## config.mk

```make
export PLATFORM = sky130hd
export DESIGN_NAME = instr_buffer
export DESIGN_NICKNAME = d
export VERILOG_FILES = /design/src/source/acc_pipe_pkg.sv /design/src/source/instr_buffer.sv
export VERILOG_INCLUDE_DIRS = /design/src /design/src/source
export SDC_FILE = /design/constraint.sdc
export NUM_CORES = 1
export LEC_CHECK = 0
export ABC_AREA = 1
export BUFFER_PORTS_ARGS = -buffer_cell sky130_fd_sc_hd__clkbuf_2
export CORE_MARGIN = 5
export CORE_UTILIZATION = 51
export CTS_BUF_LIST = sky130_fd_sc_hd__clkbuf_8
export DETAILED_ROUTE_END_ITERATION = 10
export GPL_ROUTABILITY_DRIVEN = 0
export PLACE_DENSITY = 0.83
export SYNTH_ARGS = -nofsm -noshare
export SYNTH_HDL_FRONTEND = slang
export SYNTH_SLANG_ARGS = --single-unit
```

## constraint.sdc

```tcl
create_clock -name clk -period 2.45 [get_ports clk]
set_input_delay 0.3675 -clock clk [delete_from_list [all_inputs] [get_ports clk]]
set_output_delay 0.3675 -clock clk [all_outputs]
set_load 0.03 [all_outputs]
```

## src/source/acc_pipe_config.svh

```systemverilog
`ifndef ACC_PIPE_CONFIG_SVH
`define ACC_PIPE_CONFIG_SVH

// accumulator and data path width
`define ACC_DATA_W 16

// data memory words, 8-bit address in the instruction
`define ACC_DMEM_DEPTH 256

// host credits after reset, also ingress buffer depth
`define ACC_INS_CREDITS 4

// sink credits held by the result stage after reset
`define ACC_RES_CREDITS 4

// result queue slots
`define ACC_RESQ_DEPTH 8

`endif

```

## src/source/acc_pipe_pkg.sv

```systemverilog
`default_nettype none

package acc_pipe_pkg;

    // instruction class, top nibble of every word
    typedef enum logic [3:0] {
        KIND_LDI  = 4'h0,
        KIND_ADDI = 4'h1,
        KIND_LD   = 4'h2,
        KIND_ST   = 4'h3,
        KIND_OPM  = 4'h4
    } instr_kind_e;

    // alu operations, same order as the original sixteen codes
    typedef enum logic [3:0] {
        ALU_ADD  = 4'h0,
        ALU_SUB  = 4'h1,
        ALU_MUL  = 4'h2,
        ALU_DIV  = 4'h3,
        ALU_SHL  = 4'h4,
        ALU_SHR  = 4'h5,
        ALU_ROL  = 4'h6,
        ALU_ROR  = 4'h7,
        ALU_AND  = 4'h8,
        ALU_OR   = 4'h9,
        ALU_XOR  = 4'ha,
        ALU_NOR  = 4'hb,
        ALU_NAND = 4'hc,
        ALU_XNOR = 4'hd,
        ALU_GT   = 4'he,
        ALU_EQ   = 4'hf
    } alu_op_e;

    // memory form: kind, op, address
    typedef struct packed {
        instr_kind_e kind;
        alu_op_e     op;
        logic [7:0]  addr;
    } instr_mem_t;

    // immediate form: kind, 12-bit immediate
    typedef struct packed {
        instr_kind_e kind;
        logic [11:0] imm;
    } instr_imm_t;

    // one 16-bit word, read in whichever form the kind needs
    typedef union packed {
        instr_mem_t mem;
        instr_imm_t imm;
    } instr_t;

endpackage

`default_nettype wire

```

## src/source/instr_buffer.sv

```systemverilog
`timescale 1ns/1ns
`default_nettype none
`include "acc_pipe_config.svh"

module instr_buffer (
    input  wire                   clk,
    input  wire                   rst,
    input  wire                   instr_valid,
    input  acc_pipe_pkg::instr_t  instr,
    input  wire                   slot_free,
    output logic                  instr_credit,
    output logic                  launch_valid,
    output acc_pipe_pkg::instr_t  launch_instr
);

    localparam int DEPTH = `ACC_INS_CREDITS;
    localparam int PW    = $clog2(DEPTH);
    localparam int CW    = $clog2(DEPTH + 1);

    // circular storage, one entry per host credit
    acc_pipe_pkg::instr_t fifo [DEPTH];
    logic [PW-1:0]        wr_ptr;
    logic [PW-1:0]        rd_ptr;
    logic [CW-1:0]        count;

    // head goes out only with a result slot reserved behind it
    assign launch_valid = (count != '0) && slot_free;
    assign launch_instr = fifo[rd_ptr];

    // host never sends without a credit, so no overflow check
    always_ff @(posedge clk) begin
        if (instr_valid) begin
            fifo[wr_ptr] <= instr;
        end
    end

    always_ff @(posedge clk) begin
        if (rst) begin
            wr_ptr       <= '0;
            rd_ptr       <= '0;
            count        <= '0;
            instr_credit <= 1'b0;
        end else begin
            if (instr_valid) begin
                wr_ptr <= (wr_ptr == PW'(DEPTH - 1)) ? '0 : wr_ptr + 1'b1;
            end
            if (launch_valid) begin
                rd_ptr <= (rd_ptr == PW'(DEPTH - 1)) ? '0 : rd_ptr + 1'b1;
            end
            // occupancy, push and pop may coincide
            count <= count + CW'(instr_valid) - CW'(launch_valid);
            // freed entry becomes a host credit next cycle
            instr_credit <= launch_valid;
        end
    end

endmodule

`default_nettype wire

```

# Word level (Yosys, flattened, before mapping)
# Memory sizes are Yosys's and may differ from the RTL's. A register that Yosys moved wholly into a read port is not among the register bits.
# Cells that the tools add are included.
[totals]
regBits = 8
latchBits = 0
ramBits = 64
rom_bits = 0
inputBits = 20
out_inout_bits = 18
wordCells = 19
memories = 1
[mem_list]
columns = ["name", "words", "width", "read_ports", "rd_clocked_by_memory_dff", "write_ports", "line_no", "rtl"]
rows = [
  ["fifo", 4, 16, 1, 1, 1, "instr_buffer.sv:21", "acc_pipe_pkg::instr_t fifo [DEPTH];"],
]
[op_classes]
addsub = 4
multipliers = 0
div = 0
magnitude_cmp = 0
eq_ne = 2
n_shift = 0
mux = 6
n_bitwise = 0
n_reduce_logical = 2
[ops]
columns = ["op", "count"]
rows = [
  ["$mux 2", 4],
  ["$add 2x1->2 const B", 2],
  ["$eq 2x2->1 const B", 2],
  ["$add 3x1->3", 1],
  ["$reduce_bool 3->1", 1],
  ["$sub 3x1->3", 1],
  ["$mux 1", 2],
  ["$logic_and 1x1->1", 1],
]

# Logic depth before layout (Yosys ltp)
[depth]
depth_word = 4
ltp_mapped = 12
depth_no_buf = 12

# Least setup slack after synthesis
# OpenSTA, ideal clock, no wires.
[synth_path]
path_type = "register to register"
from = "reg count[1]"
to = "reg count[2]"
arrival_time_ps = 1600
path_slack_ps = 738
stages_incl_launch_ff = 12
period_less_slack_ps = 1712
path_cell_list = "dfxtp_1 -> nor2_1 -> nand2_1 -> nand2_1 -> inv_2 -> nand2_1 -> o21ai_0 -> ha_1 -> inv_1 -> fa_1 -> nor2_1 -> nor2_1"
[synth_via]
elab_chain_len = 3
[synth_lines]
columns = ["element", "line_no", "rtl"]
rows = [
  ["from (decl)", "instr_buffer.sv:24", "logic [CW-1:0] count;"],
  ["from (signal assigned)", "instr_buffer.sv:51", "count <= count + CW'(instr_valid) - CW'(launch_valid);"],
  ["$reduce_bool 3->1", "instr_buffer.sv:27", "assign launch_valid = (count != '0) && slot_free;"],
  ["$logic_and 1x1->1", "instr_buffer.sv:27", ""],
  ["named net launch_valid", "instr_buffer.sv:12", "output logic launch_valid,"],
  ["$sub 3x1->3", "instr_buffer.sv:51", ""],
]
# The timed path passes the listed nets, and every way through them passes these cells.
# A chain may end at the register's enable or synchronous reset.

==> out/qor.yml <==
multi_input_area_um2: 616
path_max_fanout: 26
num_vias: 1754
crit_path_start_kind: "register"
min_from: "instr[10]"
ant_nets: 0
async_reset_ff_frac: 0
drtIter0Drc: 96
wire_per_inst_um: 15.2
min_to: "fifo[2][10]"
hold_class: "input pin to register"
ys_seq_elements: 74
synth_top_area_share: 0.676
setup_tns_ps: 0
clock_latency_ps: 330
critPathArrivalTime_ps: 1820
peakVddDrop_v: 0.000571
post_cts_resized: 0
ys_warn_count: 0
synth_common_cells: "64 x edfxtp_1, 45 x nor2_1, 28 x o21ai_1"
fin_crit_sh: 0.894
ys.flop_type: "edfxtp_1"
cts_root_buf: "clkbuf_8"
netlist_instances: 218
grt_pass1_vias: 1741
cts_inserted_buffers: 9
r2r_cells: 12
io_buffers: 37
worst_slew_pin_slew_ps: 721
whs_ps: 244
wirelength_um: 5120
hold_viol: 0
critical_path_class: "register to output pin"
dieArea_mm2: 0.00717
drc: 0
num_antenna_cells: 0
synth_edf_count: 64
clock_path_buffers: 2
initial_core_util: 0.519
whs_path_depth: 1
coreArea_mm2: 0.00547
endpoint_kind: "output pin"
cts.reportedPaths.clkPinSlew_ps: 70
grt_usage: 0.150
worstPathRequired_ps: 2080
boundaryPins: 38
nets: 286
synth_most_common_cell: "edfxtp_1"
min_period_ps: 2190
postLayoutCellArea_mm2: 0.00329
slew_violations: 0
n_fill_cell: 431
status: "finished, final reports clean"
synth_area_mm2: 0.00284
grt_pass1_wl_um: 8050
htree_levels: 3
yosysTopAreaCell: "edfxtp_1"
r2r-end: "count[2]"
p_per_area_mw_per_mm2: 1050
setup_violations: 0
die_width_um: 84.7
vias_per_cell: 5.22
syn-num-nets: 245
grt_max_degree: 33
rsz0062_at_grt: "no"
die_h_um: 84.7
postCtsSetupBuffers: 0
clock-sinks: 74
tritoncts: "yes"
r2r-start: "count[1]"
avgSynthCellArea_um2: 13.0
dr.pass1.iters: 4
maxCapViolations: 0
cts-hold-fix-buffers: 0
ys_types: 17
synthTopCellsByArea: "edfxtp_1 68%, dfxtp_1 7.0%, nor2_1 5.9%, o21ai_1 4.9%, o22ai_1 3.5%"
dp_hpwl_um: 3240
syn_to_final_growth_pct: 15.7
antenna_found_initial: 0
grt-ovfl-total: 0
drive_gt1_frac: 0.212
r2r_slack_ps: 690
post_dp_cell_area_mm2: 0.00308
p_leak_nw: 1.28
rows: 27
relSlewSlack: 0.519
seq_area_frac_synth: 0.746
fin_skew_ps: 3.71
clock.fmax_mhz: 457
seq_area_mm2: 0.00212
## cell type report
type,count,area share
flip-flops and latches,74,0.645
multi-input cells,120,0.187
repair buffers,38,0.0586
clock buffers,9,0.0377
well taps,72,0.0274
clock inverters,7,0.0255
inverters,16,0.0183
## placed cells by master, fill, tap and decap left out
cell type	instances
a21oi_1	3
buf_4	1
bufinv_16	2
clkbuf_2	37
clkbuf_8	9
clkinv_1	1
clkinv_2	4
dfxtp_1	10
edfxtp_1	64
fa_1	1
ha_1	6
inv_1	13
inv_2	3
nand2_1	12
nand3b_1	1
nor2_1	45
nor3_1	1
o21ai_0	6
o21ai_1	28
o22ai_1	16
xor2_1	1
## worst max path at each step
stage / end / from / slack [ps] / cells past startpoint
floorplan: count[2] / count[1] / 740 / 11
global placement: launch_instr[12] / register / 660 / 4
detailed placement: launch_instr[12] / register / 590 / 4
CTS: launch_instr[12] / register / 210 / 4
global route: launch_instr[12] / register / 110 / 4
finish: launch_instr[12] / register / 260 / 4
## layer usage
layer	GRT usage	routed length [um]	up-vias
met1	0.173	2200	827
met5	0	0	-
met2	0.249	2460	54
met3	0.0432	332	13
li1	-	-	860
met4	0.0849	129	0
## registers in the layout (all words and copies together) (netlist names), named ones only
signal,flops
count,3
fifo,64
instr_credit,1
rd_ptr,2
wr_ptr,2
## stage by stage
step                      power [W]  cells  utilization  worst slack [ps]
after floorplan             0.00225    218            -               738
after global placement      0.00248    320        0.563               660
after detailed placement    0.00252    320        0.563               595
after CTS                   0.00349    336        0.601               211
after global routing        0.00363    336        0.601               107
final                       0.00346    336        0.601               260
## cells by family after synthesis
| logic type | after synthesis | synth area share |
|---|---|---|
| compound gates | 53 | 0.100 |
| xor+xnor | 1 | 0.00308 |
| simple gates | 59 | 0.0797 |
| buf+inv | 24 | 0.0370 |
| fa+ha+maj | 7 | 0.0335 |
| flops | 74 | 0.746 |
## worst max-delay path, cell delays in order (launching register included)
cell and delay, ps:
dfxtp_1 470, buf_4 340, o21ai_0 140, o22ai_1 280
clkbuf_2 260
## power breakdown
group | switching (W) | total, W | internal [W]
combinational | 0.000676 | 0.000950 | 0.000275
clock | 0.000415 | 0.000977 | 0.000562
sequential | 0.0000680 | 0.00153 | 0.00146
Note: power is estimated with default switching activity, not from simulation.
