$ cat src/source/acc_pipe_config.svh
`ifndef ACC_PIPE_CONFIG_SVH
`define ACC_PIPE_CONFIG_SVH

// accumulator and data path width
`define ACC_DATA_W 16

// data memory words, 8-bit address in the instruction
`define ACC_DMEM_DEPTH 256

// host credits after reset, also ingress buffer depth
`define ACC_INS_CREDITS 4

// sink credits held by the result stage after reset
`define ACC_RES_CREDITS 4

// result queue slots
`define ACC_RESQ_DEPTH 8

`endif

$ cat src/source/acc_pipe_pkg.sv
`default_nettype none

package acc_pipe_pkg;

    // instruction class, top nibble of every word
    typedef enum logic [3:0] {
        KIND_LDI  = 4'h0,
        KIND_ADDI = 4'h1,
        KIND_LD   = 4'h2,
        KIND_ST   = 4'h3,
        KIND_OPM  = 4'h4
    } instr_kind_e;

    // alu operations, same order as the original sixteen codes
    typedef enum logic [3:0] {
        ALU_ADD  = 4'h0,
        ALU_SUB  = 4'h1,
        ALU_MUL  = 4'h2,
        ALU_DIV  = 4'h3,
        ALU_SHL  = 4'h4,
        ALU_SHR  = 4'h5,
        ALU_ROL  = 4'h6,
        ALU_ROR  = 4'h7,
        ALU_AND  = 4'h8,
        ALU_OR   = 4'h9,
        ALU_XOR  = 4'ha,
        ALU_NOR  = 4'hb,
        ALU_NAND = 4'hc,
        ALU_XNOR = 4'hd,
        ALU_GT   = 4'he,
        ALU_EQ   = 4'hf
    } alu_op_e;

    // memory form: kind, op, address
    typedef struct packed {
        instr_kind_e kind;
        alu_op_e     op;
        logic [7:0]  addr;
    } instr_mem_t;

    // immediate form: kind, 12-bit immediate
    typedef struct packed {
        instr_kind_e kind;
        logic [11:0] imm;
    } instr_imm_t;

    // one 16-bit word, read in whichever form the kind needs
    typedef union packed {
        instr_mem_t mem;
        instr_imm_t imm;
    } instr_t;

endpackage

`default_nettype wire

$ cat src/source/decode_stage.sv
`timescale 1ns/1ns
`default_nettype none
`include "acc_pipe_config.svh"

module decode_stage (
    input  wire                          clk,
    input  wire                          rst,
    input  wire                          launch_valid,
    input  acc_pipe_pkg::instr_t         launch_instr,
    output logic                         dec_valid,
    output acc_pipe_pkg::instr_kind_e    dec_kind,
    output acc_pipe_pkg::alu_op_e        dec_op,
    output logic [7:0]                   dec_addr,
    output logic [`ACC_DATA_W-1:0]       dec_imm,
    output logic                         dec_mem_read,
    output logic                         dec_illegal
);

    // stage register, raw word kept as is
    acc_pipe_pkg::instr_t ins_q;

    always_ff @(posedge clk) begin
        ins_q <= launch_instr;
    end

    always_ff @(posedge clk) begin
        if (rst) begin
            dec_valid <= 1'b0;
        end else begin
            dec_valid <= launch_valid;
        end
    end

    // kind field sits in the same bits in both forms
    always_comb begin
        dec_kind     = ins_q.mem.kind;
        dec_op       = acc_pipe_pkg::ALU_ADD;
        dec_addr     = '0;
        dec_imm      = '0;
        dec_mem_read = 1'b0;
        dec_illegal  = 1'b0;
        case (ins_q.mem.kind)
            acc_pipe_pkg::KIND_LDI, acc_pipe_pkg::KIND_ADDI: begin
                // immediate form, zero extended
                dec_imm = `ACC_DATA_W'(ins_q.imm.imm);
            end
            acc_pipe_pkg::KIND_LD, acc_pipe_pkg::KIND_OPM: begin
                dec_op       = ins_q.mem.op;
                dec_addr     = ins_q.mem.addr;
                dec_mem_read = dec_valid;
            end
            acc_pipe_pkg::KIND_ST: begin
                dec_addr = ins_q.mem.addr;
            end
            default: begin
                dec_illegal = 1'b1;
            end
        endcase
    end

endmodule

`default_nettype wire

$ cat config.mk
export PLATFORM = sky130hd
export DESIGN_NAME = decode_stage
export DESIGN_NICKNAME = d
export VERILOG_FILES = /design/src/source/acc_pipe_pkg.sv /design/src/source/decode_stage.sv
export VERILOG_INCLUDE_DIRS = /design/src /design/src/source
export SDC_FILE = /design/constraint.sdc
export NUM_CORES = 1
export LEC_CHECK = 0
export BUFFER_PORTS_ARGS = -buffer_cell sky130_fd_sc_hd__buf_2
export CORE_AREA = 2 2 47 49
export CTS_CLUSTER_DIAMETER = 40
export DETAILED_ROUTE_END_ITERATION = 6
export DIE_AREA = 0 0 49 51
export GPL_ROUTABILITY_DRIVEN = 0
export GPL_TIMING_DRIVEN = 0
export MAX_ROUTING_LAYER = met4
export PLACE_DENSITY = 0.72
export SETUP_SLACK_MARGIN = 0.2
export SLEW_MARGIN = 10
export SYNTH_ARGS = -nofsm -noshare
export SYNTH_HDL_FRONTEND = slang
export SYNTH_SLANG_ARGS = --single-unit
$ cat constraint.sdc
create_clock -name clk -period 1.61 [get_ports clk]
set_clock_uncertainty 0.05 [all_clocks]
set_input_delay 0.161 -clock clk [delete_from_list [all_inputs] [get_ports clk]]
set_output_delay 0.161 -clock clk [all_outputs]
set_load 0.03 [all_outputs]
=== Word level (Yosys, flattened, before mapping) ===
Index checks and enable logic that the tools add are counted.

* Flip-flop bits (word level): 17
* Bits of input ports: 19
* Output and inout bits: 35
* Word-level logic and storage cells: 16

* Eq/ne operators: 4
* Multiplexer cells: 5
* Reductions and logical operators: 5

{| class="wikitable"
|+ Operator list
! kind !! number
|-
| $mux W12 || 1
|-
| $eq A4 B2 Y1 const B || 2
|-
| $mux W8 || 1
|-
| $reduce_or A5 Y1 || 1
|-
| $eq A4 B1 Y1 const B || 1
|-
| $eq A4 B3 Y1 const B || 1
|-
| $logic_not A4 Y1 || 1
|-
| $mux W4 || 1
|-
| $reduce_or A2 Y1 || 2
|-
| $reduce_or A3 Y1 || 1
|-
| $mux W1 || 2
|}

=== Logic depth before layout (Yosys ltp) ===
* Depth in word-level cells: 3
* Gate-level depth with buffers: 3
* Gate-level depth less buffers: 2

=== Least setup slack after synthesis ===
No wires, ideal clock.

* Kind: reg-to-output
* From: register ins_q[13] (netlist name)
* To: output dec_mem_read
* Arrival: 1.590 ns
* Data required time: 1.399 ns
* Path slack: -0.191 ns
* Cell stages (with the launch flop): 3
* Path buffers: 0
* Cells stage by stage: dfxtp_1 xnor2_1 nor4b_1

* Longest elaborated chain between the ends: 3
* Elaborated cells on any way between the ends: 4
* Those cells by class: 2 x eq/ne; 1 x mux; 1 x reduce/logical

{| class="wikitable"
|+ RTL lines
! what !! RTL line !! RTL
|-
| start: declaration || decode_stage.sv:20 || <nowiki>acc_pipe_pkg::instr_t ins_q;</nowiki>
|-
| start signal: assignment || decode_stage.sv:23 || <nowiki>ins_q <= launch_instr;</nowiki>
|-
| $eq A4 B2 Y1 or $eq A4 B3 Y1 (tied branches) || decode_stage.sv:42 || <nowiki>case (ins_q.mem.kind)</nowiki>
|-
| $reduce_or A2 Y1 * || decode_stage.sv:42 ||
|-
| $mux W1 * || decode_stage.sv:42 ||
|-
| end: declaration || decode_stage.sv:15 || <nowiki>output logic dec_mem_read,</nowiki>
|}

Every way passes the cells marked *; elsewhere a longest branch is shown, timed or not.

=== Worst setup path in the final report ===
* From: register ins_q[14] (netlist name)
* To: output dec_addr[6]

* Longest elaborated chain between the ends: 3
* Elaborated cells on any way between the ends: 5
* Those cells by class: 3 x eq/ne; 1 x mux; 1 x reduce/logical

{| class="wikitable"
|+ RTL lines
! what !! RTL line !! RTL
|-
| $eq A4 B2 Y1 or $eq A4 B3 Y1 (tied branches) || decode_stage.sv:42 ||
|-
| $reduce_or A3 Y1 (no line) * || -- ||
|-
| $mux W8 * || decode_stage.sv:42 ||
|-
| end: declaration || decode_stage.sv:13 || <nowiki>output logic [7:0] dec_addr,</nowiki>
|}

Marked as above.

==> summary.md <==
| Metric | Value |
|---|---|
| Outcome | finished with violations |
| Failing checks | negative setup slack |
| Critical path class | reg -> out |
| Vias in the first global route | 728 |
| Min-Delay Path Class | in -> reg |
| Core Region | 0.002063 mm^2 |
| First-pass GRT wire length | 3.208 mm |
| CTS tree | built |
| Setup WS post-layout | -103.2 ps |
| Initial antenna violation count | 0 |
| Fin. Hold Viols | 0 |
| Hold slack | 28.60 ps |
| Critical path startpoint category | register |
| Initial DRC Count | 2 |
| Synth top area cells | dfxtp_1 48%, nand2b_1 8.8%, a21oi_2 8.7%, buf_4 8.5%, nor4b_1 6.2% |
| CP Capture Type | output pin |
| Main synth FF type | dfxtp_1 |
| Hold Crit Depth | 2 |
| Internal power | 679.7 uW |
| Sink Count | 17 |
| Logic pwr share | 31.1% |
| Final net count | 168 |
| Sw power | 304.6 uW |
| Initial Util | 34.26% |
| Site Rows | 17 |
| Ant diodes | 0 |
| Commonest cells post-synth | 17 x dfxtp_1, 10 x nand2b_1, 8 x buf_4, 8 x nor2_1, 7 x a21oi_2 |
| FFs w/ async S/R, synth | 0% |
| Die Y | 51 um |
| GRT Total Usage | 17.67% |
| Crit path max fanout | 8 |
| Hold EP | dec_valid |
| RSZ-0062 raised after global routing | true |
| Gr ovfl total | 0 |
| Final core utilization | 77.02% |
| Static Leak | 0.0006861 uW |
| F_max | 583.7 MHz |
| Root buffer cell | clkbuf_4 |
| Boundary Pins | 54 |
| Most frequent cell after synthesis | dfxtp_1 |
| Arrival time at the worst endpoint | 1500 ps |
| Mapped Cells | 71 |
| Slew Limit Fails | 0 |
| Tcrit/Tclk final | 106.4% |
| Hpwl dp | 1.257 mm |
| Flops & latches, synth | 17 |
| Switch share | 30.94% |
| DRC | 0 |
| TritonCTS buffer count | 3 |
| Crit. Startpoint | ins_q[14] |
| Max_cap viols | 0 |
| Largest net degree at the start of global routing | 11 |
| CP required | 1400 ps |
| Share of layout cells above drive strength 1 | 69.59% |
| Via count | 767 |
| CTS max path bufs | 2 |
| Area leader, netlist | dfxtp_1 |
| Hold path start | launch_valid |
| Ys Warns | 0 |
| Min Tclk post-route | 1713 ps |
| Clk slew on worst S/H paths | 90 ps |
| Post-synth EDFFs | 0 |
| DP Cell Count | 151 |
| Final wirelength | 2.218 mm |
| Pwr Density | 619.5 mW/mm^2 |
| Final setup fails | 14 |
| Mapped Area | 706.9 um^2 |
| H-tree depth | 1 |
| DRT Pass-1 Iters | 2 |
| Non-Filler Instances | 176 |
| Setup TNS | -846.4 ps |
| Sequential power share | 46.4% |
| Sequential share of the synthesized area | 48.14% |
| Wire per inst | 12.60 um |
| Post-synth cell types | 18 |
| Post-DR vias/cell | 4.358 |
| Clk pwr share | 22.4% |
| Syn avg cell area | 9.957 um^2 |
| Area delta synth->final | 124.8% |
| Total Die Area | 0.002499 mm^2 |
| Chip width | 49 um |
| Post-route ant nets | 0 |
| Share of the synthesized area in the top cell type | 48.14% |
| Quantity of I/O buffers inserted on ports | 49 |
| Maximum vdd ir drop | 0.6483 mV |
| Fillcell total | 133 |
## placed cells by master, fill, tap and decap left out
| master | count |
|---|---|
| nor4b_2 | 5 |
| xnor2_2 | 1 |
| and2_1 | 1 |
| buf_12 | 1 |
| and2_4 | 3 |
| clkinv_2 | 1 |
| or3b_4 | 1 |
| nand2b_2 | 2 |
| buf_4 | 17 |
| clkbuf_4 | 3 |
| nand2b_1 | 8 |
| or2_2 | 1 |
| dlygate4sd3_1 | 17 |
| nor2b_1 | 1 |
| dfxtp_1 | 13 |
| o21ai_1 | 1 |
| dfxtp_4 | 4 |
| a21oi_4 | 8 |
| nor3_4 | 1 |
| buf_2 | 25 |
| buf_6 | 21 |
| conb_1 | 4 |
| nor2_4 | 7 |
| nor2_2 | 1 |
| clkbuf_16 | 1 |
## layer usage
metal	share of wire, %	GRT usage [%]	vias up	wire length [um]
met5	0	-	-	0
met4	2.5	11.43	0	55
met3	5.8	2.339	4	129
met2	56	31.05	35	1237
met1	36	18.93	354	796
li1	-	-	374	-
## through the flow
stage | worst slack [ps] | total power, uW | instance area [um^2]
5_1_grt | -162.6 | 1023 | 1589
6_report | -103.2 | 984.3 | 1589
2_1_floorplan | -191.2 | 615.7 | 790.8
3_5_place_dp | 105.5 | 671.9 | 1071
4_1_cts | -93.21 | 957.8 | 1495
3_3_place_gp | 119.2 | 668.6 | 1071
## sequential cells by signal, indices dropped and copies added, names as in the netlist
signal and cells:
dec_valid 1, ins_q 16
## critical path, stage by stage, from the launching register on
cell	delay [ps]
dfxtp_4	390
or3b_4	390
buf_12	160
a21oi_4	130
buf_6	140
## area by class of cell
| class | count | area [um^2] | area share [%] |
|---|---|---|---|
| Buffer | 12 | 117.6 | 7.402 |
| Tap cell | 28 | 35.03 | 2.205 |
| Clock inverter | 1 | 5.005 | 0.3150 |
| Sequential cell | 17 | 355.3 | 22.36 |
| Clock buffer | 3 | 22.52 | 1.417 |
| Multi-Input combinational cell | 45 | 466.7 | 29.37 |
| Timing Repair Buffer | 70 | 586.8 | 36.93 |
## worst max path at each step
stage                               to  slack, ps
after detailed placement   dec_addr[7]        110
final                      dec_addr[6]       -100
after CTS                  dec_addr[7]        -90
after floorplan           dec_mem_read       -190
after global placement     dec_addr[1]        120
after global routing       dec_addr[4]       -160
## timing repair
item / CTS / global route
endpoints found under the setup margin: 26 / 26
gates resized for setup: 61 / 29
buffers inserted: 3 / 1
pin swaps: 2 / 1
hold buffers: 17 / 0
endpoints found under the hold margin: 17 / 0
## power by group through the flow
stage	logic, uW	registers, uW	clock network, uW
after floorplan	150	466	0
after global placement	202	467	0
after detailed placement	204	468	0
after CTS	284	454	220
after global routing	323	460	241
final	307	457	221
## logic make-up after synthesis
kind of cell,synth area share [%]
and+or+nand+nor,26.55
other,0.5305
xor gates and xnor gates,1.239
buffers and inverters,11.86
AOI/OAI and AO/OA,11.68
DFF,48.14
(Power assumes the default switching activity.)
