$ cat config.mk
export PLATFORM = sky130hd
export DESIGN_NAME = execute_stage
export DESIGN_NICKNAME = d
export VERILOG_FILES = /design/src/source/acc_pipe_pkg.sv /design/src/source/execute_stage.sv
export VERILOG_INCLUDE_DIRS = /design/src /design/src/source
export SDC_FILE = /design/constraint.sdc
export NUM_CORES = 1
export LEC_CHECK = 0
export BUFFER_PORTS_ARGS = -buffer_cell sky130_fd_sc_hd__buf_4
export CAP_MARGIN = 5
export CORE_MARGIN = 3
export CORE_UTILIZATION = 60
export CTS_BUF_LIST = sky130_fd_sc_hd__clkbuf_16
export DETAILED_ROUTE_END_ITERATION = 12
export PLACE_DENSITY = 0.85
export SKIP_LAST_GASP = 1
export SLEW_MARGIN = 25
export SYNTH_ARGS = -nofsm -noshare
export SYNTH_HDL_FRONTEND = slang
export SYNTH_SLANG_ARGS = --single-unit
$ cat constraint.sdc
create_clock -name clk -period 40.4 [get_ports clk]
set_clock_uncertainty 0.2 [all_clocks]
set_input_delay 4.04 -clock clk [delete_from_list [all_inputs] [get_ports clk]]
set_output_delay 4.04 -clock clk [all_outputs]
set_load 0.02 [all_outputs]
$ cat src/source/acc_pipe_config.svh
`ifndef ACC_PIPE_CONFIG_SVH
`define ACC_PIPE_CONFIG_SVH

// accumulator and data path width
`define ACC_DATA_W 16

// data memory words, 8-bit address in the instruction
`define ACC_DMEM_DEPTH 256

// host credits after reset, also ingress buffer depth
`define ACC_INS_CREDITS 4

// sink credits held by the result stage after reset
`define ACC_RES_CREDITS 4

// result queue slots
`define ACC_RESQ_DEPTH 8

`endif

$ cat src/source/acc_pipe_pkg.sv
`default_nettype none

package acc_pipe_pkg;

    // instruction class, top nibble of every word
    typedef enum logic [3:0] {
        KIND_LDI  = 4'h0,
        KIND_ADDI = 4'h1,
        KIND_LD   = 4'h2,
        KIND_ST   = 4'h3,
        KIND_OPM  = 4'h4
    } instr_kind_e;

    // alu operations, same order as the original sixteen codes
    typedef enum logic [3:0] {
        ALU_ADD  = 4'h0,
        ALU_SUB  = 4'h1,
        ALU_MUL  = 4'h2,
        ALU_DIV  = 4'h3,
        ALU_SHL  = 4'h4,
        ALU_SHR  = 4'h5,
        ALU_ROL  = 4'h6,
        ALU_ROR  = 4'h7,
        ALU_AND  = 4'h8,
        ALU_OR   = 4'h9,
        ALU_XOR  = 4'ha,
        ALU_NOR  = 4'hb,
        ALU_NAND = 4'hc,
        ALU_XNOR = 4'hd,
        ALU_GT   = 4'he,
        ALU_EQ   = 4'hf
    } alu_op_e;

    // memory form: kind, op, address
    typedef struct packed {
        instr_kind_e kind;
        alu_op_e     op;
        logic [7:0]  addr;
    } instr_mem_t;

    // immediate form: kind, 12-bit immediate
    typedef struct packed {
        instr_kind_e kind;
        logic [11:0] imm;
    } instr_imm_t;

    // one 16-bit word, read in whichever form the kind needs
    typedef union packed {
        instr_mem_t mem;
        instr_imm_t imm;
    } instr_t;

endpackage

`default_nettype wire

$ cat src/source/execute_stage.sv
`timescale 1ns/1ns
`default_nettype none
`include "acc_pipe_config.svh"

module execute_stage (
    input  wire                          clk,
    input  wire                          rst,
    input  wire                          opd_valid,
    input  acc_pipe_pkg::instr_kind_e    opd_kind,
    input  acc_pipe_pkg::alu_op_e        opd_op,
    input  wire [7:0]                    opd_addr,
    input  wire [`ACC_DATA_W-1:0]        opd_imm,
    input  wire [`ACC_DATA_W-1:0]        opd_mem_data,
    input  wire                          opd_illegal,
    output logic                         st_en,
    output logic [7:0]                   st_addr,
    output logic [`ACC_DATA_W-1:0]       st_data,
    output logic                         exe_valid,
    output logic [`ACC_DATA_W-1:0]       exe_acc,
    output logic                         exe_err
);

    localparam int W = `ACC_DATA_W;

    logic [W-1:0] acc_q;
    logic [W-1:0] alu_res;
    logic [W-1:0] acc_next;

    // alu, accumulator is always the left operand
    always_comb begin
        case (opd_op)
            acc_pipe_pkg::ALU_ADD:  alu_res = acc_q + opd_mem_data;
            acc_pipe_pkg::ALU_SUB:  alu_res = acc_q - opd_mem_data;
            // low half of the product only
            acc_pipe_pkg::ALU_MUL:  alu_res = acc_q * opd_mem_data;
            acc_pipe_pkg::ALU_DIV: begin
                // divide by zero gives all ones
                if (opd_mem_data == '0) begin
                    alu_res = '1;
                end else begin
                    alu_res = acc_q / opd_mem_data;
                end
            end
            acc_pipe_pkg::ALU_SHL:  alu_res = acc_q << 1;
            acc_pipe_pkg::ALU_SHR:  alu_res = acc_q >> 1;
            acc_pipe_pkg::ALU_ROL:  alu_res = {acc_q[W-2:0], acc_q[W-1]};
            acc_pipe_pkg::ALU_ROR:  alu_res = {acc_q[0], acc_q[W-1:1]};
            acc_pipe_pkg::ALU_AND:  alu_res = acc_q & opd_mem_data;
            acc_pipe_pkg::ALU_OR:   alu_res = acc_q | opd_mem_data;
            acc_pipe_pkg::ALU_XOR:  alu_res = acc_q ^ opd_mem_data;
            acc_pipe_pkg::ALU_NOR:  alu_res = ~(acc_q | opd_mem_data);
            acc_pipe_pkg::ALU_NAND: alu_res = ~(acc_q & opd_mem_data);
            acc_pipe_pkg::ALU_XNOR: alu_res = ~(acc_q ^ opd_mem_data);
            // compares give 1 or 0
            acc_pipe_pkg::ALU_GT:   alu_res = W'(acc_q > opd_mem_data);
            acc_pipe_pkg::ALU_EQ:   alu_res = W'(acc_q == opd_mem_data);
            default:                alu_res = '0;
        endcase
    end

    // next accumulator per instruction kind
    always_comb begin
        case (opd_kind)
            acc_pipe_pkg::KIND_LDI:  acc_next = opd_imm;
            acc_pipe_pkg::KIND_ADDI: acc_next = acc_q + opd_imm;
            acc_pipe_pkg::KIND_LD:   acc_next = opd_mem_data;
            acc_pipe_pkg::KIND_OPM:  acc_next = alu_res;
            // ST and illegal kinds keep the value
            default:                 acc_next = acc_q;
        endcase
    end

    // store port straight from the current accumulator
    assign st_en   = opd_valid && (opd_kind == acc_pipe_pkg::KIND_ST) && !opd_illegal;
    assign st_addr = opd_addr;
    assign st_data = acc_q;

    // accumulator doubles as the result word
    assign exe_acc = acc_q;

    always_ff @(posedge clk) begin
        if (rst) begin
            acc_q     <= '0;
            exe_valid <= 1'b0;
            exe_err   <= 1'b0;
        end else begin
            exe_valid <= opd_valid;
            if (opd_valid) begin
                exe_err <= opd_illegal;
                if (!opd_illegal) begin
                    acc_q <= acc_next;
                end
            end
        end
    end

endmodule

`default_nettype wire

### Yosys cells after proc, flatten, opt, wreduce, memory -nomap -nowiden

Index checks and enable logic that the tools add are counted.

* multiply operators: 1
* reduce and logical (&&, ||, !) cells: 8
* order comparisons: 1
* add/sub/neg operators: 3
* muxes and demuxes: 3
* bitwise operators: 7
* divide/modulo/power cells: 1
* equal/unequal tests: 20

Operators with widths (number)
* one-hot mux 16 bit (16 select lines): 1
* one-hot mux 16 bit (4 select lines): 1
* NOT 16 bit: 3
* adder 16 bit: 2
* equality test 4 bit, second input constant: 8
* equality test 4 x 3 -> 1 bit, second input constant: 5
* AND 16 bit: 1
* divider 16 x 16 -> 16 bit: 1
* equality test 16 bit: 1
* equality test 4 x 2 -> 1 bit, second input constant: 4
* > comparator 16 bit: 1
* zero test 16 bit: 1
* multiplier 16 x 16 -> 16 bit: 1
* 2-to-1 mux 16 bit: 1
* OR 16 bit: 1
* subtractor 16 bit: 1
* XOR 16 bit: 1
* equality test 4 x 1 -> 1 bit, second input constant: 2
* zero test 4 bit: 2
* nonzero test 4 bit: 1
* AND reduction 3 bit: 1
* logical AND 1 bit: 2
* zero test 1 bit: 1
* NOT 1 bit: 1

* word-level logic and storage cells: 47
* bits of input ports: 52
* register bits after elaboration: 18

### Longest topological paths before layout

Gate-level depths: netlist of run 1.

* word-level depth: 4
* gate-level depth with buffers: 134
* depth with buffers taken out: 126

### Least setup slack after synthesis of run 1

Ideal clock, no wire load.

* path type: in2reg
* start point: input port opd_mem_data[0]
* end point: register acc_q[0], in the netlist exe_acc[0]
* buffers on the path: 9
* setup slack: 9.025 ns
* cell stages on the path: 121
* setup time: 0.136 ns
* arrival time: 31.040 ns
* data required time: 40.064 ns
* cell sequence: clkbuf_1 > clkinv_1 > ha_1 > and3_1 > nor2_1 > ha_1 > o21a_1 > o21ai_0 > nor2_1 > mux2_2 > ha_1 > or4_1 > a31o_2 > nand2_1 > inv_1 > ha_1 > or3_1 > a2bb2oi_1 > [85 not listed] > a211oi_1 > o41a_1 > o21a_1 > o21ai_0 > a2111oi_0 > nor2_1 > clkbuf_1 > mux2_2 > ha_1 > o21a_1 > o21ai_0 > nand2b_1 > a21oi_1 > nor2b_1 > o21ai_0 > a21oi_1 > nor3_1 > a2111oi_0

* word-level cells in the longest chain between the ends: 4
* elaborated cells between the ends (all ways): 16

Ends and longest elaborated chain
* start, declared: RTL line execute_stage.sv:13 `` input wire [`ACC_DATA_W-1:0] opd_mem_data, ``
* divider 16 x 16 -> 16 bit, or another cell as far along: RTL line execute_stage.sv:41 `alu_res = acc_q / opd_mem_data;`
* 2-to-1 mux 16 bit, or another cell as far along: RTL line execute_stage.sv:38 `if (opd_mem_data == '0) begin`
* one-hot mux 16 bit (16 select lines): RTL line execute_stage.sv:31 `case (opd_op)`
* one-hot mux 16 bit (4 select lines) (*): RTL line execute_stage.sv:63 `case (opd_kind)`
* end signal, assigned: RTL line execute_stage.sv:91 `acc_q <= acc_next;`
* end, declared: RTL line execute_stage.sv:25 `logic [W-1:0] acc_q;`

Mark *: on every way between the ends. The rest lies on a longest branch, timed or not.
A chain may end at the register's enable or synchronous reset.

### Final worst setup path of run 1

* start point: input port opd_mem_data[10]
* end point: register acc_q[0], in the netlist exe_acc[0]

* word-level cells in the longest chain between the ends: 4
* elaborated cells between the ends (all ways): 7

Ends and longest elaborated chain (RTL line)
* divider 16 x 16 -> 16 bit or zero test 16 bit (tied branches): execute_stage.sv:41, execute_stage.sv:38
* 2-to-1 mux 16 bit: execute_stage.sv:38
* one-hot mux 16 bit (16 select lines) (*): execute_stage.sv:31
* one-hot mux 16 bit (4 select lines) (*): execute_stage.sv:63

Marked as above.

==> results by group, run 1 <==
Status
  – Status: finished, final reports clean

Timing
  – Final slew viol count: 0
  – Final Hold Vio Count: 0
  – Achievable frequency: 27.8 MHz
  – Transition time of the tightest slew-check pin: roughly 1100 ps
  – # setup viols final: 0
  – Setup TNS: 0 ps
  – Fin crit period: approximately 36000 ps
  – Final Cycle Share: about nine tenths
  – Unrepaired setup endpoints after global routing: no
  – Rel. slew slack: 23.6%

Final layout
  – Syn-to-layout area delta: 5.09%
  – Layout cell share with drive strength beyond 1: a little over 9%
  – Design area: ~17000 sq um
  – Final net count: ~2500
  – Fillers: roughly 2300
  – Util after Layout: about 65%
  – Multi-input logic area: 14100 sq um
  – Antenna Diode Count: 0
  – Register area: between 300 and 400 sq um

Placement
  – PortBufs: between 70 and 80
  – Area post-placement: ~16000 sq um
  – Routability cong.: ~1.1
  – Post-DP HPWL: approximately 48000 um

Synth
  – Seq/Total Area, Yosys: between 2 and 2.5%
  – Post-synth net total: about 2500
  – Synth cell types: between 90 and 100
  – EDFF count, synth: 0
  – Syn_area_per_cell: ~7.3 sq um
  – Synth area leader: ha_1
  – Synth async-reset ratio: 0%
  – Syn Std Cell Area: 15700 sq um
  – FF+latch count, synth: 18
  – Synth Flop Type: dfxtp_1
  – Top post-synthesis cells by area: ha_1 (20%), fa_1 (11%), xnor2_1 (6.2%)
  – Yosys Warn Count: 0
  – Most frequent cell after synthesis: ha_1
  – Post-Syn Instances: between 2000 and 2500
  – Yosys top cell area share: between 20 and 25%
  – Commonest cells in the netlist: ha_1 (252), nor2_1 (198), nand2_1 (182)

Power and ir drop
  – P per Cell Area: approximately 13 nW/um^2
  – Cell leakage power: 7.85 nW
  – Max VDD drop: around 0.015 mV

Clock tree
  – Num CTS Buffers: 3
  – Clock sink total: 18
  – CTS root buf: clkbuf_16
  – Clock Latency Late Sink: about 270 ps
  – Buffer count from post-CTS setup fixing: 0
  – CTS Hold Buffers Added: 0
  – H-tree Lvls: 1
  – CTS resizes: 0
  – Worst-path clk slew: roughly 70 ps
  – CTS max path bufs: 2
  – TritonCTS clock tree: done

Global routing
  – Total GRT Usage: between 40% and 50%
  – Number of global-route vias before repair: between 15000 and 20000
  – Global route total overflow: 0
  – Largest net degree at the start of global routing: 61
  – First-pass GRT wire length: 96400 um
  – Initial antenna violation count: 1

Setup path
  – Crit path from: opd_mem_data[10]
  – Worst path slowest cell: o31ai_1
  – Worst R2R Setup Slack: approximately 9000 ps
  – Buf/Inv on CP: 7
  – CP most frequent cell: ha_1
  – Worst Setup End Kind: flip-flop
  – R2r worst-path depth: 116
  – CP delay by family, top: compound AO/OA/AOI/OAI gates
  – Reg2reg start: exe_acc[15]
  – Worst-path maximum fanout: 16
  – R2r endpoint: exe_acc[0]
  – Crit path largest cell delay: 850 ps
  – Critical Path RT: 40320 ps
  – Crit Path Category: in -> reg
  – Crit path launch type: input port
  – Cell depth of the worst setup path: around 120
  – Data arrival time of the worst path: 35860 ps

Detailed routing
  – Via count: roughly 17000
  – Drt wl/cell: 25.7 um
  – Final wirelength: between 60000 and 70000 um
  – Iter 0 DRT Violations: 2002
  – Via density per instance: around 7
  – DRC Markers: 0
  – Detail Route Antenna Nets: 0
  – First drt pass iteration count: 6

Min path
  – Worst hold start: exe_err
  – WHS Path Cells: 2
  – HP Class: reg -> reg
  – Worst Hold Path EP: exe_err

Floorplan
  – Core footprint: 25500 sq um
  – DIE HEIGHT: ~170 um
  – I/O Pins: 95
  – Initial Utilization: approximately 62%
  – Die width: roughly 170 um
  – Row cnt: 58
  – Die area: approximately 28000 sq um

Run
  – Max Cap Viol: 0
## layer usage
layer / part of all wire (%) / global-route usage, % / up-vias
li1: - / - / 7741
met1: 37 / 54.7 / 8054
met2: 43 / 67.8 / 1247
met3: 12 / 9.02 / 331
met4: 7.9 / 27.9 / 2
met5: 0.020 / 0 / -
## worst max-delay path by stage
stage                       to
global placement    exe_acc[0]
CTS                 exe_acc[0]
detailed placement  exe_acc[0]
finish              exe_acc[0]
global route        exe_acc[0]
floorplan           exe_acc[0]
## metrics by stage
| stage | total power [mW] | setup slack (ps) | cells | hold WS [ps] |
|---|---|---|---|---|
| finish | 0.222 | 4450 | 2483 | 317 |
| global route | 0.235 | 1760 | 2483 | 389 |
| CTS | 0.216 | 4860 | 2483 | 325 |
| detailed placement | 0.193 | 4650 | 2479 | 295 |
| global placement | 0.189 | 5660 | 2479 | 277 |
| floorplan | 0.141 | 9020 | 2149 | 383 |
## cell usage in the layout, fill, tap and decap left out, types with 18 or more instances in the layout
cell and n:
a21o_1 35, o21a_1 30, o211ai_1 32, nor2_1 198, mux2_2 30, o22ai_1 21, a221oi_1 28, nand2b_1 34
mux2i_1 32, or3_1 21, inv_1 175, fa_1 83, a31oi_1 24, nand2_1 182, o21bai_1 18, o21ai_0 111
nand3_1 35, ha_1 252, a21oi_1 163, nor3_1 65, buf_4 118, xnor2_1 112, xor2_1 46, dfxtp_1 18
a211oi_1 22
## sequential cells by signal, indices dropped and copies added, names as in the netlist
name / flops
exe_acc: 16
exe_err: 1
exe_valid: 1
## power breakdown
group	internal [mW]	switching [mW]	leakage, nW
Sequential	0.0185	0.000625	0.147
Clock	0.0133	0.00940	0.0385
Combinational	0.0661	0.114	7.66
## cell families (layout without fill, tap and decap cells)
| family | count (synthesis) | in the layout | share of synthesized area [%] |
|---|---|---|---|
| buf+inv | 307 | 311 | 8.32 |
| simple gates | 642 | 642 | 19.2 |
| mux | 63 | 63 | 4.27 |
| compound gates | 625 | 625 | 26.5 |
| flops | 18 | 18 | 2.29 |
| xor+xnor | 158 | 158 | 8.79 |
| fa+ha+maj | 336 | 336 | 30.6 |
## worst min-delay path, cell delays in order (launching register included)
cell     delay [ps]
dfxtp_1         340
mux2i_1          70
nor2_1           70
## cell type report
| class | count | area share, % |
|---|---|---|
| clock buffer | 3 | 0.454 |
| clock inverter | 1 | 0.0227 |
| sequential | 18 | 2.18 |
| multi-input combinational | 1824 | 85.2 |
| tap | 330 | 2.50 |
| inverter | 189 | 4.29 |
| timing repair buffer | 118 | 5.35 |
(Power assumes the default switching activity.)
==> run 2, diff against run 1 <==
Settings changed: CORE_UTILIZATION 60 to 65, MAX_ROUTING_LAYER from default to met4, PLACE_DENSITY 0.85 to 0.9, SKIP_LAST_GASP 1 to default.
==> run 2 against run 1 <==
Critical path type unchanged. Cell area is essentially flat. Highest routed layer is now met4. Critical path depth is 1 lower. The run now ends with design-rule violations left. Count of clock-buffer cells in the layout did not move. Register-to-register slack improved by 240 ps.
==> results by group, run 2 (synthesis results as in run 1) <==
Floorplan
  – I/O Pins: 95 (unchanged)
  – DIE HEIGHT: 162 um (-3.8%)
  – Initial Utilization: 66.7% (+4.9 points)
  – Die area: 26100 sq um (-7.4%)
  – Die width: 162 um (-3.8%)
  – Core footprint: 23600 sq um (-7.3%)
  – Row cnt: 56 (-3.4%)

Timing
  – Fin crit period: 35660 ps (-287 ps)
  – Setup TNS: 0 ps (unchanged)
  – # setup viols final: 0 (unchanged)
  – Final slew viol count: 0 (unchanged)
  – Transition time of the tightest slew-check pin: 1120 ps (-12.3 ps)
  – Achievable frequency: 28.0 MHz (+0.81%)
  – Final Cycle Share: 88.3% (-0.71 points)
  – Rel. slew slack: 24.9% (+1.2 points)
  – Final Hold Vio Count: 0 (unchanged)
  – Unrepaired setup endpoints after global routing: no

Setup path
  – R2r endpoint: exe_acc[0]
  – Crit path launch type: input port
  – Worst R2R Setup Slack: 9100 ps (+240 ps)
  – Crit path from: opd_mem_data[10]
  – Worst Setup End Kind: flip-flop
  – Crit path largest cell delay: 910 ps (+60 ps)
  – Crit Path Category: in -> reg
  – CP delay by family, top: compound AO/OA/AOI/OAI gates
  – Critical Path RT: 40310 ps (about the same)
  – Buf/Inv on CP: 8 (+1)
  – Cell depth of the worst setup path: 117 (-0.85%)
  – Worst path slowest cell: o31ai_1
  – R2r worst-path depth: 115 (-0.86%)
  – Worst-path maximum fanout: 19 (+3)
  – Reg2reg start: exe_acc[15]
  – Data arrival time of the worst path: 35570 ps (-290 ps)

Final layout
  – Register area: 360 sq um (unchanged)
  – Fillers: 2034 (-11%)
  – Max reg flops: 16 (unchanged)
  – Syn-to-layout area delta: 5.06% (about the same)
  – Final net count: 2539 (-0.079%)
  – Multi-input logic area: 14100 sq um (+0.14%)
  – Util after Layout: 70.1% (+5.1 points)
  – Most frequent cells in the layout: ha_1 (252), nor2_1 (198), nand2_1 (182)
  – Most common cell after layout, fill and taps aside: ha_1
  – Design area: 16500 sq um (about the same)
  – Layout cell share with drive strength beyond 1: 9.30% (about the same)

Power and ir drop
  – Max VDD drop: 0.0124 mV (-18%)
  – Cell leakage power: 7.84 nW (-0.11%)
  – P per Cell Area: 13.3 nW/um^2 (-0.98%)
  – Final Power: 0.219 mW (-1.0%)

Detailed routing
  – Final wirelength: 61900 um (-3.3%)
  – Drt wl/cell: 25.0 um (-2.8%)
  – Iter 0 DRT Violations: 2212 (+10%)
  – DRC Markers: 2 (+2)
  – Via count: 17700 (+1.9%)
  – First drt pass iteration count: 11 (+5)
  – Via density per instance: 7.16 (+2.3%)
  – Detail Route Antenna Nets: 0 (unchanged)

Clock tree
  – CTS Hold Buffers Added: 0 (unchanged)
  – Num CTS Buffers: 3 (unchanged)
  – Worst-path clk slew: 70 ps (about the same)
  – Clock sink total: 18 (unchanged)
  – Clock Latency Late Sink: 260 ps (about the same)
  – H-tree Lvls: 1 (unchanged)
  – CTS max path bufs: 2 (unchanged)
  – CTS root buf: clkbuf_16
  – Buffer count from post-CTS setup fixing: 0 (unchanged)
  – CTS resizes: 0 (unchanged)
  – TritonCTS clock tree: done

Global routing
  – Largest net degree at the start of global routing: 61 (unchanged)
  – Global route total overflow: 0 (unchanged)
  – Number of global-route vias before repair: 16700 (-0.22%)
  – Total GRT Usage: 46.9% (+3.4 points)
  – Initial antenna violation count: 1 (unchanged)
  – First-pass GRT wire length: 93600 um (-2.9%)

Placement
  – Area post-placement: 16400 sq um (-0.15%)
  – Post-DP HPWL: 45600 um (-5.6%)
  – Routability cong.: 1.14 (+7.9%)
  – PortBufs: 78 (unchanged)

Min path
  – Worst Hold Path EP: exe_err
  – Worst hold start: exe_err
  – HP Class: reg -> reg
  – WHS Path Cells: 2 (unchanged)

Status
  – Status: finished with violations
  – Failing checks: design-rule violations

Run
  – Max Cap Viol: 0 (unchanged)
run 2: power by group:
group | leakage, nW | internal [mW] | switching, mW
clock | 0.0385 | 0.0132 | 0.00825
combinational | 7.65 | 0.0663 | 0.112
sequential | 0.147 | 0.0185 | 0.000801
total | 7.84 | 0.0980 | 0.121
run 2: layout make-up:
| cell class | count | area share (%) |
|---|---|---|
| inverters | 189 | 4.29 |
| repair buffers | 116 | 5.26 |
| clock buffers | 3 | 0.454 |
| diodes | 2 | 0.0303 |
| multi-input cells | 1824 | 85.4 |
| flip-flops and latches | 18 | 2.18 |
| well taps | 319 | 2.41 |
| clock inverters | 1 | 0.0227 |
run 2: worst max path at each step:
stage                            end
final                     exe_acc[0]
after detailed placement  exe_acc[0]
after global routing      exe_acc[0]
after global placement    exe_acc[0]
after floorplan           exe_acc[0]
after CTS                 exe_acc[0]
run 2: tightest hold or removal path, delay by kind of cell (launching register included):
family / cells / cell delay, ps
mux: 1 / 70
flops: 1 / 340
simple gates: 1 / 80
run 2: metrics by stage:
stage | setup slack (ps) | hold slack (ps) | instances
2_1_floorplan | 9020 | 383 | 2149
3_3_place_gp | 6460 | 280 | 2464
3_5_place_dp | 4980 | 301 | 2465
4_1_cts | 5140 | 320 | 2469
5_1_grt | 2420 | 375 | 2471
6_report | 4740 | 321 | 2472
run 2: routing by layer:
layer | part of all wire [%] | track usage, %
met1 | 36 | 55.9
met2 | 41 | 69.4
met3 | 14 | 13.1
met4 | 9.0 | 30.8
met5 | 0 | -
